[src/include/trap_defs.svh]
`ifndef TRAP_DEFS_SVH
`define TRAP_DEFS_SVH

// data and address widths.
`define XLEN              32
`define CSR_ADDR_W        12
`define CAUSE_CODE_W      5

// machine csr addresses.
`define CSR_MSTATUS_ADDR  12'h300
`define CSR_MIE_ADDR      12'h304
`define CSR_MTVEC_ADDR    12'h305
`define CSR_MSCRATCH_ADDR 12'h340
`define CSR_MEPC_ADDR     12'h341
`define CSR_MCAUSE_ADDR   12'h342
`define CSR_MTVAL_ADDR    12'h343
`define CSR_MIP_ADDR      12'h344

// mstatus field positions.
`define MSTATUS_MIE_BIT   3
`define MSTATUS_MPIE_BIT  7
`define MSTATUS_MPP_LSB   11

// mie/mip positions, equal to the interrupt cause codes.
`define IRQ_MSIP_BIT      3
`define IRQ_MTIP_BIT      7
`define IRQ_MEIP_BIT      11

// interrupt flag in mcause.
`define CAUSE_INT_BIT     31

// write masks for the warl fields.
`define MTVEC_WR_MASK     32'hffff_fffd
`define MEPC_WR_MASK      32'hffff_fffe

// reset values.
`define CSR_RST_VAL       32'h0000_0000
`define CAUSE_RST_VAL     5'd0

`endif

[src/design/trap_pkg.sv]
`include "trap_defs.svh"

package trap_pkg;

    typedef logic [`XLEN-1:0]       xlen_t;
    typedef logic [`CSR_ADDR_W-1:0] csr_addr_t;

    // only machine and user level are implemented.
    typedef enum logic [1:0] {
        PRV_U = 2'd0,
        PRV_M = 2'd3
    } prv_e;

    typedef struct packed {
        logic meip;
        logic mtip;
        logic msip;
    } irq_pend_t;

    typedef struct packed {
        logic      en;
        csr_addr_t addr;
        xlen_t     data;
    } csr_wr_t;

    typedef enum logic [1:0] {
        EVT_NONE = 2'd0,
        EVT_TRAP = 2'd1,
        EVT_IRQ  = 2'd2,
        EVT_MRET = 2'd3
    } evt_kind_e;

    typedef struct packed {
        evt_kind_e kind;
        xlen_t     cause;
        xlen_t     tval;
        xlen_t     epc;
    } trap_evt_t;

    typedef struct packed {
        prv_e                    prv;
        logic                    mie_en;
        logic                    mpie;
        logic                    mpp_m;
        irq_pend_t               irq_en;
        irq_pend_t               irq_pend;
        xlen_t                   mtvec;
        xlen_t                   mscratch;
        xlen_t                   mepc;
        xlen_t                   mtval;
        logic                    cause_int;
        logic [`CAUSE_CODE_W-1:0] cause_code;
    } mach_state_t;

endpackage

[src/design/irq_sync.sv]
`timescale 1ns/1ps

module irq_sync (
    input  logic                clk,
    input  logic                srstn,
    input  trap_pkg::irq_pend_t irq_raw,
    output trap_pkg::irq_pend_t irq_pend
);

    import trap_pkg::*;

    irq_pend_t sync_q1;
    irq_pend_t sync_q2;

    // lines come from other clock domains.
    always_ff @(posedge clk or negedge srstn) begin
        if (~srstn) begin
            sync_q1 <= '0;
            sync_q2 <= '0;
        end
        else begin
            sync_q1 <= irq_raw;
            sync_q2 <= sync_q1;
        end
    end

    // second stage holds the hardware pending bits of mip.
    assign irq_pend = sync_q2;

endmodule

[src/design/trap_ctrl.sv]
`timescale 1ns/1ps
`include "trap_defs.svh"

module trap_ctrl (
    input  trap_pkg::mach_state_t state,
    input  logic                  trap_en,
    input  trap_pkg::xlen_t       trap_epc,
    input  trap_pkg::xlen_t       trap_cause,
    input  trap_pkg::xlen_t       trap_val,
    input  logic                  mret,
    input  logic                  int_mask,
    output trap_pkg::trap_evt_t   evt,
    output logic                  irq_trigger,
    output logic                  eret_en,
    output trap_pkg::xlen_t       cause,
    output trap_pkg::xlen_t       tval,
    output trap_pkg::xlen_t       trap_vec,
    output trap_pkg::xlen_t       ret_epc
);

    import trap_pkg::*;

    irq_pend_t              en_pend;
    logic                   irq_ok;
    logic [`CAUSE_CODE_W-1:0] irq_code;
    evt_kind_e              kind;
    xlen_t                  vec_base;
    xlen_t                  vec_offset;

    assign en_pend = state.irq_en & state.irq_pend;

    // in user mode interrupts are taken regardless of mie.
    assign irq_ok = (|en_pend) && (state.prv == PRV_U || state.mie_en) && !int_mask;

    assign irq_trigger = irq_ok && !trap_en;
    assign eret_en     = mret && !trap_en;

    // external first, then software, then timer.
    assign irq_code = en_pend.meip ? `CAUSE_CODE_W'(`IRQ_MEIP_BIT) :
                      en_pend.msip ? `CAUSE_CODE_W'(`IRQ_MSIP_BIT) :
                                     `CAUSE_CODE_W'(`IRQ_MTIP_BIT);

    always_comb begin
        if (trap_en) begin
            kind = EVT_TRAP;
        end
        else if (irq_trigger) begin
            kind = EVT_IRQ;
        end
        else if (eret_en) begin
            kind = EVT_MRET;
        end
        else begin
            kind = EVT_NONE;
        end
    end

    always_comb begin
        cause = '0;
        tval  = '0;
        case (kind)
            EVT_TRAP: begin
                cause = trap_cause;
                tval  = trap_val;
            end
            EVT_IRQ: begin
                cause = {1'b1, {(`XLEN-`CAUSE_CODE_W-1){1'b0}}, irq_code};
            end
            default: begin
                cause = '0;
            end
        endcase
    end

    assign evt = '{kind: kind, cause: cause, tval: tval, epc: trap_epc};

    // vectored mode only offsets interrupts.
    assign vec_base   = {state.mtvec[`XLEN-1:2], 2'b00};
    assign vec_offset = (kind == EVT_IRQ && state.mtvec[0]) ?
                        {{(`XLEN-`CAUSE_CODE_W-2){1'b0}}, irq_code, 2'b00} : '0;
    assign trap_vec   = vec_base + vec_offset;

    assign ret_epc = state.mepc;

endmodule

[src/design/csr_regfile.sv]
`timescale 1ns/1ps
`include "trap_defs.svh"

module csr_regfile (
    input  logic                  clk,
    input  logic                  srstn,
    input  trap_pkg::irq_pend_t   irq_pend,
    input  trap_pkg::trap_evt_t   evt,
    input  trap_pkg::csr_wr_t     csr_wr,
    output trap_pkg::mach_state_t state
);

    import trap_pkg::*;

    prv_e                     prv_q;
    logic                     mie_en_q;
    logic                     mpie_q;
    logic                     mpp_m_q;
    irq_pend_t                irq_en_q;
    xlen_t                    mtvec_q;
    xlen_t                    mscratch_q;
    xlen_t                    mepc_q;
    xlen_t                    mtval_q;
    logic                     cause_int_q;
    logic [`CAUSE_CODE_W-1:0] cause_code_q;

    logic                     take_entry;
    logic                     take_mret;
    logic                     wr_ok;

    assign take_entry = (evt.kind == EVT_TRAP) || (evt.kind == EVT_IRQ);
    assign take_mret  = (evt.kind == EVT_MRET);

    // a write that collides with an event is dropped.
    assign wr_ok = csr_wr.en && (evt.kind == EVT_NONE);

    // privilege and mstatus.
    always_ff @(posedge clk or negedge srstn) begin
        if (~srstn) begin
            prv_q    <= PRV_M;
            mie_en_q <= 1'b0;
            mpie_q   <= 1'b0;
            mpp_m_q  <= 1'b0;
        end
        else if (take_entry) begin
            prv_q    <= PRV_M;
            mpie_q   <= mie_en_q;
            mie_en_q <= 1'b0;
            mpp_m_q  <= (prv_q == PRV_M);
        end
        else if (take_mret) begin
            prv_q    <= mpp_m_q ? PRV_M : PRV_U;
            mie_en_q <= mpie_q;
            mpie_q   <= 1'b1;
            mpp_m_q  <= 1'b0;
        end
        else if (wr_ok && csr_wr.addr == `CSR_MSTATUS_ADDR) begin
            mie_en_q <= csr_wr.data[`MSTATUS_MIE_BIT];
            mpie_q   <= csr_wr.data[`MSTATUS_MPIE_BIT];
            // mpp is warl, any nonzero value maps to M.
            mpp_m_q  <= |csr_wr.data[`MSTATUS_MPP_LSB+1:`MSTATUS_MPP_LSB];
        end
    end

    // trap handling registers.
    always_ff @(posedge clk or negedge srstn) begin
        if (~srstn) begin
            mepc_q       <= `CSR_RST_VAL;
            mtval_q      <= `CSR_RST_VAL;
            cause_int_q  <= 1'b0;
            cause_code_q <= `CAUSE_RST_VAL;
        end
        else if (take_entry) begin
            mepc_q       <= evt.epc;
            mtval_q      <= evt.tval;
            cause_int_q  <= evt.cause[`CAUSE_INT_BIT];
            cause_code_q <= evt.cause[`CAUSE_CODE_W-1:0];
        end
        else if (wr_ok) begin
            case (csr_wr.addr)
                `CSR_MEPC_ADDR:  mepc_q  <= csr_wr.data & `MEPC_WR_MASK;
                `CSR_MTVAL_ADDR: mtval_q <= csr_wr.data;
                `CSR_MCAUSE_ADDR: begin
                    cause_int_q  <= csr_wr.data[`CAUSE_INT_BIT];
                    cause_code_q <= csr_wr.data[`CAUSE_CODE_W-1:0];
                end
                default: begin
                    cause_int_q <= cause_int_q;
                end
            endcase
        end
    end

    // setup registers, changed only by software.
    always_ff @(posedge clk or negedge srstn) begin
        if (~srstn) begin
            irq_en_q   <= '0;
            mtvec_q    <= `CSR_RST_VAL;
            mscratch_q <= `CSR_RST_VAL;
        end
        else if (wr_ok) begin
            case (csr_wr.addr)
                `CSR_MIE_ADDR: begin
                    irq_en_q.meip <= csr_wr.data[`IRQ_MEIP_BIT];
                    irq_en_q.mtip <= csr_wr.data[`IRQ_MTIP_BIT];
                    irq_en_q.msip <= csr_wr.data[`IRQ_MSIP_BIT];
                end
                `CSR_MTVEC_ADDR:    mtvec_q    <= csr_wr.data & `MTVEC_WR_MASK;
                `CSR_MSCRATCH_ADDR: mscratch_q <= csr_wr.data;
                default: begin
                    mtvec_q <= mtvec_q;
                end
            endcase
        end
    end

    // mip is read only, it mirrors the synchronized lines.
    assign state = '{
        prv:        prv_q,
        mie_en:     mie_en_q,
        mpie:       mpie_q,
        mpp_m:      mpp_m_q,
        irq_en:     irq_en_q,
        irq_pend:   irq_pend,
        mtvec:      mtvec_q,
        mscratch:   mscratch_q,
        mepc:       mepc_q,
        mtval:      mtval_q,
        cause_int:  cause_int_q,
        cause_code: cause_code_q
    };

endmodule

[src/design/csr_read_mux.sv]
`timescale 1ns/1ps
`include "trap_defs.svh"

module csr_read_mux (
    input  trap_pkg::mach_state_t state,
    input  trap_pkg::csr_addr_t   csr_raddr,
    output trap_pkg::xlen_t       csr_rdata
);

    import trap_pkg::*;

    xlen_t mstatus_img;
    xlen_t mie_img;
    xlen_t mip_img;
    xlen_t mcause_img;

    always_comb begin
        mstatus_img = '0;
        mstatus_img[`MSTATUS_MIE_BIT]  = state.mie_en;
        mstatus_img[`MSTATUS_MPIE_BIT] = state.mpie;
        mstatus_img[`MSTATUS_MPP_LSB+1:`MSTATUS_MPP_LSB] = {2{state.mpp_m}};

        mie_img = '0;
        mie_img[`IRQ_MEIP_BIT] = state.irq_en.meip;
        mie_img[`IRQ_MTIP_BIT] = state.irq_en.mtip;
        mie_img[`IRQ_MSIP_BIT] = state.irq_en.msip;

        mip_img = '0;
        mip_img[`IRQ_MEIP_BIT] = state.irq_pend.meip;
        mip_img[`IRQ_MTIP_BIT] = state.irq_pend.mtip;
        mip_img[`IRQ_MSIP_BIT] = state.irq_pend.msip;
    end

    assign mcause_img = {state.cause_int, {(`XLEN-`CAUSE_CODE_W-1){1'b0}}, state.cause_code};

    // unimplemented addresses read as zero.
    always_comb begin
        case (csr_raddr)
            `CSR_MSTATUS_ADDR:  csr_rdata = mstatus_img;
            `CSR_MIE_ADDR:      csr_rdata = mie_img;
            `CSR_MTVEC_ADDR:    csr_rdata = state.mtvec;
            `CSR_MSCRATCH_ADDR: csr_rdata = state.mscratch;
            `CSR_MEPC_ADDR:     csr_rdata = state.mepc;
            `CSR_MCAUSE_ADDR:   csr_rdata = mcause_img;
            `CSR_MTVAL_ADDR:    csr_rdata = state.mtval;
            `CSR_MIP_ADDR:      csr_rdata = mip_img;
            default:            csr_rdata = '0;
        endcase
    end

endmodule

[src/design/trap_unit.sv]
`timescale 1ns/1ps

module trap_unit (
    input  logic                clk,
    input  logic                srstn,

    // interrupt lines and trap requests from the core.
    input  trap_pkg::irq_pend_t irq_raw,
    input  logic                int_mask,
    input  logic                trap_en,
    input  trap_pkg::xlen_t     trap_epc,
    input  trap_pkg::xlen_t     trap_cause,
    input  trap_pkg::xlen_t     trap_val,
    input  logic                mret,

    // csr port.
    input  trap_pkg::csr_wr_t   csr_wr,
    input  trap_pkg::csr_addr_t csr_raddr,
    output trap_pkg::xlen_t     csr_rdata,

    // pc control.
    output logic                irq_trigger,
    output logic                eret_en,
    output trap_pkg::xlen_t     cause,
    output trap_pkg::xlen_t     tval,
    output trap_pkg::xlen_t     trap_vec,
    output trap_pkg::xlen_t     ret_epc,
    output trap_pkg::prv_e      prv
);

    import trap_pkg::*;

    irq_pend_t   irq_pend;
    mach_state_t state;
    trap_evt_t   evt;

    irq_sync u_irq_sync (
        .clk      (clk),
        .srstn    (srstn),
        .irq_raw  (irq_raw),
        .irq_pend (irq_pend)
    );

    trap_ctrl u_trap_ctrl (
        .state       (state),
        .trap_en     (trap_en),
        .trap_epc    (trap_epc),
        .trap_cause  (trap_cause),
        .trap_val    (trap_val),
        .mret        (mret),
        .int_mask    (int_mask),
        .evt         (evt),
        .irq_trigger (irq_trigger),
        .eret_en     (eret_en),
        .cause       (cause),
        .tval        (tval),
        .trap_vec    (trap_vec),
        .ret_epc     (ret_epc)
    );

    csr_regfile u_csr_regfile (
        .clk      (clk),
        .srstn    (srstn),
        .irq_pend (irq_pend),
        .evt      (evt),
        .csr_wr   (csr_wr),
        .state    (state)
    );

    csr_read_mux u_csr_read_mux (
        .state     (state),
        .csr_raddr (csr_raddr),
        .csr_rdata (csr_rdata)
    );

    assign prv = state.prv;

endmodule

[config.mk]
export PLATFORM = sky130hd
export DESIGN_NAME = trap_unit
export DESIGN_NICKNAME = d
export VERILOG_FILES = /design/src/design/trap_pkg.sv /design/src/design/irq_sync.sv /design/src/design/trap_ctrl.sv /design/src/design/csr_regfile.sv /design/src/design/csr_read_mux.sv /design/src/design/trap_unit.sv
export VERILOG_INCLUDE_DIRS = /design/src /design/src/include
export SDC_FILE = /design/constraint.sdc
export NUM_CORES = 1
export LEC_CHECK = 0
export ABC_AREA = 1
export BUFFER_PORTS_ARGS = -buffer_cell sky130_fd_sc_hd__buf_2
export CORE_UTILIZATION = 33
export CTS_BUF_LIST = sky130_fd_sc_hd__clkbuf_4
export DETAILED_ROUTE_END_ITERATION = 6
export GPL_TIMING_DRIVEN = 0
export PLACE_DENSITY = 0.58
export SKIP_LAST_GASP = 1
export SLEW_MARGIN = 20
export SYNTH_ARGS = -nofsm -noshare
export SYNTH_HDL_FRONTEND = slang
export SYNTH_SLANG_ARGS = --single-unit
export TNS_END_PERCENT = 50
[constraint.sdc]
create_clock -name clk -period 2.9 [get_ports clk]
set_clock_uncertainty 0.15 [all_clocks]
set_input_delay 0.29 -clock clk [delete_from_list [all_inputs] [get_ports clk]]
set_output_delay 0.29 -clock clk [all_outputs]
set_load 0.01 [all_outputs]
==> impl_metrics.env, run 1 <==
export IMPL_outcome="finished, violations left"
export IMPL_violations="setup timing"
export IMPL_syn_inst=1323
export IMPL_pin_count=325
export IMPL_synth_top_area_share_pct=39.41
export IMPL_grt_pass1_wl_um=59090
export IMPL_period_minus_slack_ps=3723
export IMPL_antenna_found_initial=1
export IMPL_area_growth_pct=45.08
export IMPL_clock_root_buffer="clkbuf_4"
export IMPL_yosysSeqAreaShare_pct=39.70
export IMPL_ys_types=44
export IMPL_startpoint_type="flop"
export IMPL_cts_buffers=17
export IMPL_die_w_um=169.0
export IMPL_worstRegToRegCells=12
export IMPL_hold_path_depth=5
export IMPL_hold_class="in -> reg"
export IMPL_drcViolationCount=0
export IMPL_drtIter0Drc=806
export IMPL_port_buffer_count=322
export IMPL_worst_slack_ps=-822.8
export IMPL_synth_edf_count=0
export IMPL_hold_end="u_csr_regfile.mtval_q[26]$_DFFE_PN0P_"
export IMPL_grt_setup_unrepaired="yes"
export IMPL_nets=1971
export IMPL_grt_overflow=0
export IMPL_synth_ff_type="dfrtp_1"
export IMPL_final_max_slew_violation_count=0
export IMPL_tightest_slew_ps=793.4
export IMPL_worstHoldStart="trap_val[26]"
export IMPL_clk_pin_slew_ps=130
export IMPL_wirelength_um=38930
export IMPL_r2r_end="u_csr_regfile.mtvec_q[2]$_DFFE_PN0P_"
export IMPL_worstPathRequired_ps=2460
export IMPL_place_gp_congestion=0.9192
export IMPL_p_total_mw=4.793
export IMPL_crit_type="reg -> out"
export IMPL_drive_gt1_share_pct=31.35
export IMPL_powerDensity_nw_per_um2=358.8
export IMPL_fp_dieH_um=169.0
export IMPL_grt_start_max_net_pins=89
export IMPL_synth_area_leaders="dfrtp_1 (39%), nand2_1 (20%), inv_1 (6.0%)"
export IMPL_gr_usage_met1_pct=36.26
export IMPL_pre_cts_slack_ps=-564.1
export IMPL_arrival_ps=3280
export IMPL_r2r_start="u_irq_sync.irq_pend[2]$_DFF_PN0_"
export IMPL_synth_top_area_cell="dfrtp_1"
export IMPL_final_antenna_net_count=0
export IMPL_synthesis_area_um2=9206
export IMPL_whs_ps=15.13
export IMPL_postSynthAreaPerCell_um2=6.959
export IMPL_grt_busiest_layer="met2"
export IMPL_max_vdd_ir_drop_mv=0.1863
export IMPL_grt_pass1_vias=10550
export IMPL_use_met2_pct=45.53
export IMPL_clock_fmax_ghz=0.2686
export IMPL_start_util_pct=33.88
export IMPL_die_area_um2=28570
export IMPL_clkLatencyLatePin_ps=580
export IMPL_nFillCells=2796
export IMPL_vias_per_cell=4.906
export IMPL_cp_max_fo=6
export IMPL_finalCritPeriodShare_pct=128.4
export IMPL_worstSetupEndpointType="output port"
export IMPL_cts_tree="built"
export IMPL_report_final_setup_viol=32
export IMPL_routedWlPerCell_um=17.79
export IMPL_p_leak_nw=7.355
export IMPL_dr_total_vias=10734
export IMPL_dpl_hpwl_um=29130
export IMPL_ys_warn_count=0
export IMPL_cts_sinks=146
export IMPL_ys_ff_latch=146
export IMPL_dr_pass1_iters=6
export IMPL_core_area_um2=27180
export IMPL_std_cell_rows=60
export IMPL_tns_ps=-19320
export IMPL_clock_path_buffers=2
export IMPL_globalRouteMet3Util_pct=4.185
export IMPL_slew_headroom_pct=47.10
export IMPL_grt_util_all_layers_pct=27.47
export IMPL_rrSetupSlack_ps=150
export IMPL_cts_max_level=4
export IMPL_drv_cap=0
export IMPL_final_hold_viol_count=0
export IMPL_async_flop_share_pct=100.0
[synth_stat cells (2+ instances only)]
| cell | instances |
|---|---|
| nand2_1 | 491 |
| xnor2_1 | 8 |
| nor2_1 | 60 |
| o21ai_0 | 74 |
| buf_2 | 28 |
| inv_1 | 147 |
| xor2_1 | 11 |
| a21oi_1 | 8 |
| o21ai_2 | 3 |
| buf_6 | 8 |
| nand2_2 | 6 |
| nand3_1 | 103 |
| o21ai_1 | 46 |
| clkbuf_1 | 13 |
| nor3_1 | 12 |
| buf_4 | 45 |
| o211ai_1 | 30 |
| nor2_4 | 3 |
| nor3_2 | 2 |
| inv_2 | 4 |
| dfrtp_1 | 145 |
| nand4_1 | 36 |
| nand3b_1 | 5 |
| ha_1 | 7 |
| nor2_2 | 2 |
| buf_1 | 6 |
| nand3_2 | 3 |
[per-layer routing]
| metal | vias to the layer above | wire [um] |
|---|---|---|
| li1 | 5147 | - |
| met3 | 78 | 2530 |
| met5 | - | 0 |
| met4 | 0 | 1198 |
| met1 | 5044 | 16540 |
| met2 | 465 | 18660 |
[placed cells by master, fill, tap and decap left out, types with 3 or more instances in the layout]
| master | count |
|---|---|
| nand3_2 | 7 |
| nand4_1 | 36 |
| nor2_4 | 7 |
| buf_4 | 74 |
| nand2_1 | 471 |
| buf_8 | 3 |
| buf_2 | 343 |
| nor3_2 | 3 |
| inv_1 | 139 |
| nor2_1 | 53 |
| dlygate4sd3_1 | 99 |
| nand2_2 | 18 |
| clkinv_1 | 3 |
| nor3_1 | 11 |
| nand2_4 | 8 |
| a21oi_4 | 4 |
| nand3b_1 | 5 |
| inv_2 | 10 |
| dfrtp_1 | 145 |
| buf_6 | 20 |
| clkbuf_4 | 18 |
| o21ai_2 | 5 |
| clkinv_4 | 5 |
| clkbuf_1 | 13 |
| o211ai_1 | 30 |
| o21ai_1 | 47 |
| ha_4 | 5 |
| o21ai_0 | 70 |
| xor2_2 | 4 |
| a21oi_2 | 3 |
| nor2_2 | 5 |
| buf_1 | 5 |
| xor2_1 | 7 |
| nand3_1 | 99 |
| xnor2_2 | 4 |
| xnor2_1 | 4 |
[worst max-delay path, stage by stage, from the launching register on]
cell and delay (ps):
dfrtp_1 410, nand2_2 90, nand2_4 80, a21oi_4 40, nand2b_4 170, a21oi_4 160
ha_4 190, nand2_4 70, inv_4 60, ha_4 130, inv_2 40, fa_2 340
inv_2 70, nand2_2 40, nand2_2 70, o21ai_4 80, nor2_4 210, buf_6 140
nand2_1 40, nand2_1 50, nand2_1 70, buf_2 140
[registers in the layout, indices dropped and copies added (netlist names)]
register                    count
u_csr_regfile.mie_en_q          1
u_irq_sync.irq_pend             3
u_csr_regfile.cause_int_q       1
u_csr_regfile.mtvec_q          31
u_irq_sync.sync_q1              3
u_csr_regfile.mpp_m_q           1
u_csr_regfile.cause_code_q      5
u_csr_regfile.mtval_q          32
u_csr_regfile.mscratch_q       32
u_csr_regfile.mepc_q           32
u_csr_regfile.mpie_q            1
u_csr_regfile.prv_q             1
u_csr_regfile.state             3
[cell families (layout without fill, tap and decap cells)]
logic type,after synthesis,after routing,share of synthesized area (%)
adders and majority gates,8,8,1.169
and+or+nand+nor,731,731,34.00
xor gates and xnor gates,19,19,1.808
buffers and inverters,254,745,13.36
other,1,3,0.04073
AOI/OAI and AO/OA,164,164,9.921
DFF,146,146,39.70
[report_power, final]
group | total (mW) | leakage (nW) | internal, mW | switching [mW]
Sequential | 2.32 | 1.91 | 2.19 | 0.127
Combinational | 1.14 | 5.30 | 0.519 | 0.622
Clock | 1.33 | 0.145 | 0.515 | 0.815
Total | 4.79 | 7.35 | 3.23 | 1.56
[how the worst max path moves through the flow]
stage                                    startpoint  slack [ps]  depth (start not counted)                              endpoint
6_report           u_irq_sync.irq_pend[2]$_DFF_PN0_        -820                         21                          trap_vec[30]
5_1_grt            u_irq_sync.irq_pend[2]$_DFF_PN0_       -1020                         21                          trap_vec[30]
4_1_cts            u_irq_sync.irq_pend[2]$_DFF_PN0_        -880                         19                          trap_vec[14]
3_5_place_dp   u_csr_regfile.state[139]$_DFFE_PN0P_        -560                         18                          trap_vec[25]
3_3_place_gp                                  srstn        -910                          1  u_csr_regfile.mepc_q[18]$_DFFE_PN0P_
2_1_floorplan    u_csr_regfile.prv_q[0]$_DFFE_PN1P_          10                         21                          trap_vec[28]
[repair_timing]
| item | CTS | global route |
|---|---|---|
| pin swaps | 13 | 15 |
| hold buffers | 99 | 0 |
| buffers inserted | 33 | 4 |
| gates resized for setup | 60 | 26 |
| endpoints found under the setup margin | 108 | 38 |
| hold endpoints to repair | 226 | 0 |
[through the flow]
stage               utilization, %  instance area, um2  instances
finish                       49.15               13360       2188
global route                 49.15               13360       2188
CTS                          48.56               13200       2183
detailed placement           42.18               11460       2020
global placement             41.94               11400       2018
floorplan                        -                9321       1324
[area by class of cell]
cell class              count  area [um2]  area share (%)
inverters                 152       580.6           4.347
clock buffers              18       135.1           1.012
clock inverters            14       140.1           1.049
repair buffers            460        2994           22.42
diodes                      1       2.502         0.01874
flip-flops and latches    146        3655           27.36
well taps                 372       465.4           3.485
multi-input cells         924        4697           35.17
plain buffers             101       686.9           5.143
No activity file was read; power rests on OpenSTA's default activity.
==> run 2: changes to the inputs <==
--- a/config.mk
+++ b/config.mk
@@ -9,7 +9,6 @@
 export ABC_AREA = 1
 export BUFFER_PORTS_ARGS = -buffer_cell sky130_fd_sc_hd__buf_2
 export CORE_UTILIZATION = 33
-export CTS_BUF_LIST = sky130_fd_sc_hd__clkbuf_4
 export DETAILED_ROUTE_END_ITERATION = 6
 export GPL_TIMING_DRIVEN = 0
 export PLACE_DENSITY = 0.58
==> run 2 against run 1 <==
Net effect:
- setup slack gained 180 ps
- combinational power shrank 8%
- largest cell class unchanged
- largest power group unchanged
- non-clock buffer count shrank 65
- die area is the same
- critical path type unchanged
- the flow still finishes with violations (setup timing)
==> impl_metrics.env, run 2 (same netlist as run 1, synthesis figures left out) <==
export IMPL_hold_end="u_csr_regfile.mscratch_q[17]$_DFFE_PN0P_"
export IMPL_violations="setup timing"
export IMPL_nFillCells=2840
export IMPL_grt_busiest_layer="met2"
export IMPL_vias_per_cell=4.856
export IMPL_drive_gt1_share_pct=31.89
export IMPL_final_common_cell="nand2_1"
export IMPL_wirelength_um=37990
export IMPL_gr_usage_met1_pct=36.29
export IMPL_rrSetupSlack_ps=80
export IMPL_dr_total_vias=10304
export IMPL_die_w_um=169.0
export IMPL_cts_tree="built"
export IMPL_p_leak_nw=7.233
export IMPL_clock_root_buffer="clkbuf_16"
export IMPL_hold_path_depth=3
export IMPL_hold_class="in -> reg"
export IMPL_powerDensity_nw_per_um2=435.7
export IMPL_cts_sinks=146
export IMPL_worstHoldStart="csr_wr[17]"
export IMPL_dpl_hpwl_um=29130
export IMPL_finalCritPeriodShare_pct=122.2
export IMPL_grt_pass1_wl_um=57510
export IMPL_clkLatencyLatePin_ps=430
export IMPL_dr_pass1_iters=6
export IMPL_final_cell_mix="nand2_1 (473), buf_2 (345), dfrtp_1 (145)"
export IMPL_r2r_start="u_irq_sync.irq_pend[2]$_DFF_PN0_"
export IMPL_drtIter0Drc=825
export IMPL_drv_cap=0
export IMPL_whs_ps=2.104
export IMPL_drcViolationCount=0
export IMPL_startpoint_type="flop"
export IMPL_cp_num_buf_inv=5
export IMPL_clk_pin_slew_ps=60
export IMPL_pin_count=325
export IMPL_routedWlPerCell_um=17.90
export IMPL_nets=1906
export IMPL_crit_type="reg -> out"
export IMPL_cp_top_family="simple AND/OR/NAND/NOR gates"
export IMPL_grt_util_all_layers_pct=26.78
export IMPL_grt_start_max_net_pins=89
export IMPL_port_buffer_count=322
export IMPL_die_area_um2=28570
export IMPL_slowest_delay_ps=380
export IMPL_grt_setup_unrepaired="yes"
export IMPL_cp_max_fo=6
export IMPL_outcome="finished, violations left"
export IMPL_worstPathRequired_ps=2460
export IMPL_cts_buffers=17
export IMPL_clock_path_buffers=2
export IMPL_max_vdd_ir_drop_mv=0.3168
export IMPL_grt_overflow=0
export IMPL_p_total_mw=5.634
export IMPL_place_gp_congestion=0.9192
export IMPL_core_area_um2=27180
export IMPL_globalRouteMet3Util_pct=3.437
export IMPL_worstRegToRegCells=12
export IMPL_final_max_slew_violation_count=0
export IMPL_slew_headroom_pct=46.92
export IMPL_cts_max_level=4
export IMPL_r2r_end="u_csr_regfile.mepc_q[27]$_DFFE_PN0P_"
export IMPL_area_growth_pct=40.46
export IMPL_antenna_found_initial=0
export IMPL_tightest_slew_ps=796.1
export IMPL_crit_start="u_irq_sync.irq_pend[2]$_DFF_PN0_"
export IMPL_final_antenna_net_count=0
export IMPL_worstSetupEndpointType="output port"
export IMPL_std_cell_rows=60
export IMPL_final_hold_viol_count=0
export IMPL_clock_fmax_ghz=0.2823
export IMPL_grt_pass1_vias=10079
export IMPL_fp_dieH_um=169.0
export IMPL_period_minus_slack_ps=3543
export IMPL_slowest_stage="dfrtp_1"
export IMPL_worst_slack_ps=-642.8
export IMPL_crit_chain="nand2_2, nand2_4, a21oi_4, nand2b_4, a21oi_4, ha_4, nand2_4, inv_4, ha_4, inv_2, fa_2, inv_2, nand2_2, nand2_2, o21ai_4, nor2_4, buf_6, nand2_1, nand2_1, nand2_1, buf_2"
export IMPL_start_util_pct=33.88
export IMPL_antenna_cells=0
export IMPL_arrival_ps=3100
export IMPL_report_final_setup_viol=29
export IMPL_top_regs="u_csr_regfile.mepc_q: 32 flops, u_csr_regfile.mscratch_q: 32 flops, u_csr_regfile.mtval_q: 32 flops"
export IMPL_use_met2_pct=43.78
export IMPL_tns_ps=-15090
[run 2: changes by cell type in the layout (fill, tap and decap cells not counted), sizes merged]
cell,delta
clkbuf,+3
dlygate4sd3,-62
diode,-1
buf,-3
clkinv,-3
[run 2: layout make-up]
class,count,area (um2),share of cell area (%)
multi-input cells,924,4622,35.74
flip-flops and latches,146,3655,28.26
repair buffers,395,2345,18.13
plain buffers,101,668.1,5.167
inverters,152,576.8,4.461
clock buffers,21,470.5,3.638
well taps,372,465.4,3.599
clock inverters,11,128.9,0.9966
[run 2: power breakdown]
| group | total, mW | internal (mW) | switching (mW) |
|---|---|---|---|
| Clock | 2.26 | 1.34 | 0.920 |
| Combinational | 1.05 | 0.450 | 0.599 |
| Sequential | 2.33 | 2.20 | 0.127 |
[run 2: metal layers]
layer,share of wire (%),vias to the layer above
met4,2.8,0
met3,6.0,67
li1,-,4999
met5,0,-
met1,44,4838
met2,47,400
[run 2: stage by stage]
stage	instance area (um2)	util (%)	cells	setup WS (ps)
5_1_grt	12930	47.58	2122	-798.0
3_5_place_dp	11460	42.18	2020	-564.1
6_report	12930	47.58	2122	-642.8
4_1_cts	12800	47.11	2117	-683.2
3_3_place_gp	11400	41.94	2018	-905.6
2_1_floorplan	9321	-	1324	13.28
[run 2: worst max path at each step]
stage / endpoint / cells past startpoint
floorplan: trap_vec[28] / 21
finish: trap_vec[30] / 21
detailed placement: trap_vec[25] / 18
global placement: u_csr_regfile.mepc_q[18]$_DFFE_PN0P_ / 1
CTS: trap_vec[14] / 19
global route: trap_vec[30] / 19
[run 2: what timing repair did]
item,4_1_cts,5_1_grt
hold buffers,37,0
setup buffers,29,5
hold endpoints to repair,127,0
pin swaps,12,16
resized for setup,45,21
setup endpoints to repair,107,37
[run 2: worst min-delay path: cells and delay by family]
family | cells | cell delay [ps]
AO/OA/AOI/OAI | 1 | 70
buffers and inverters | 2 | 190
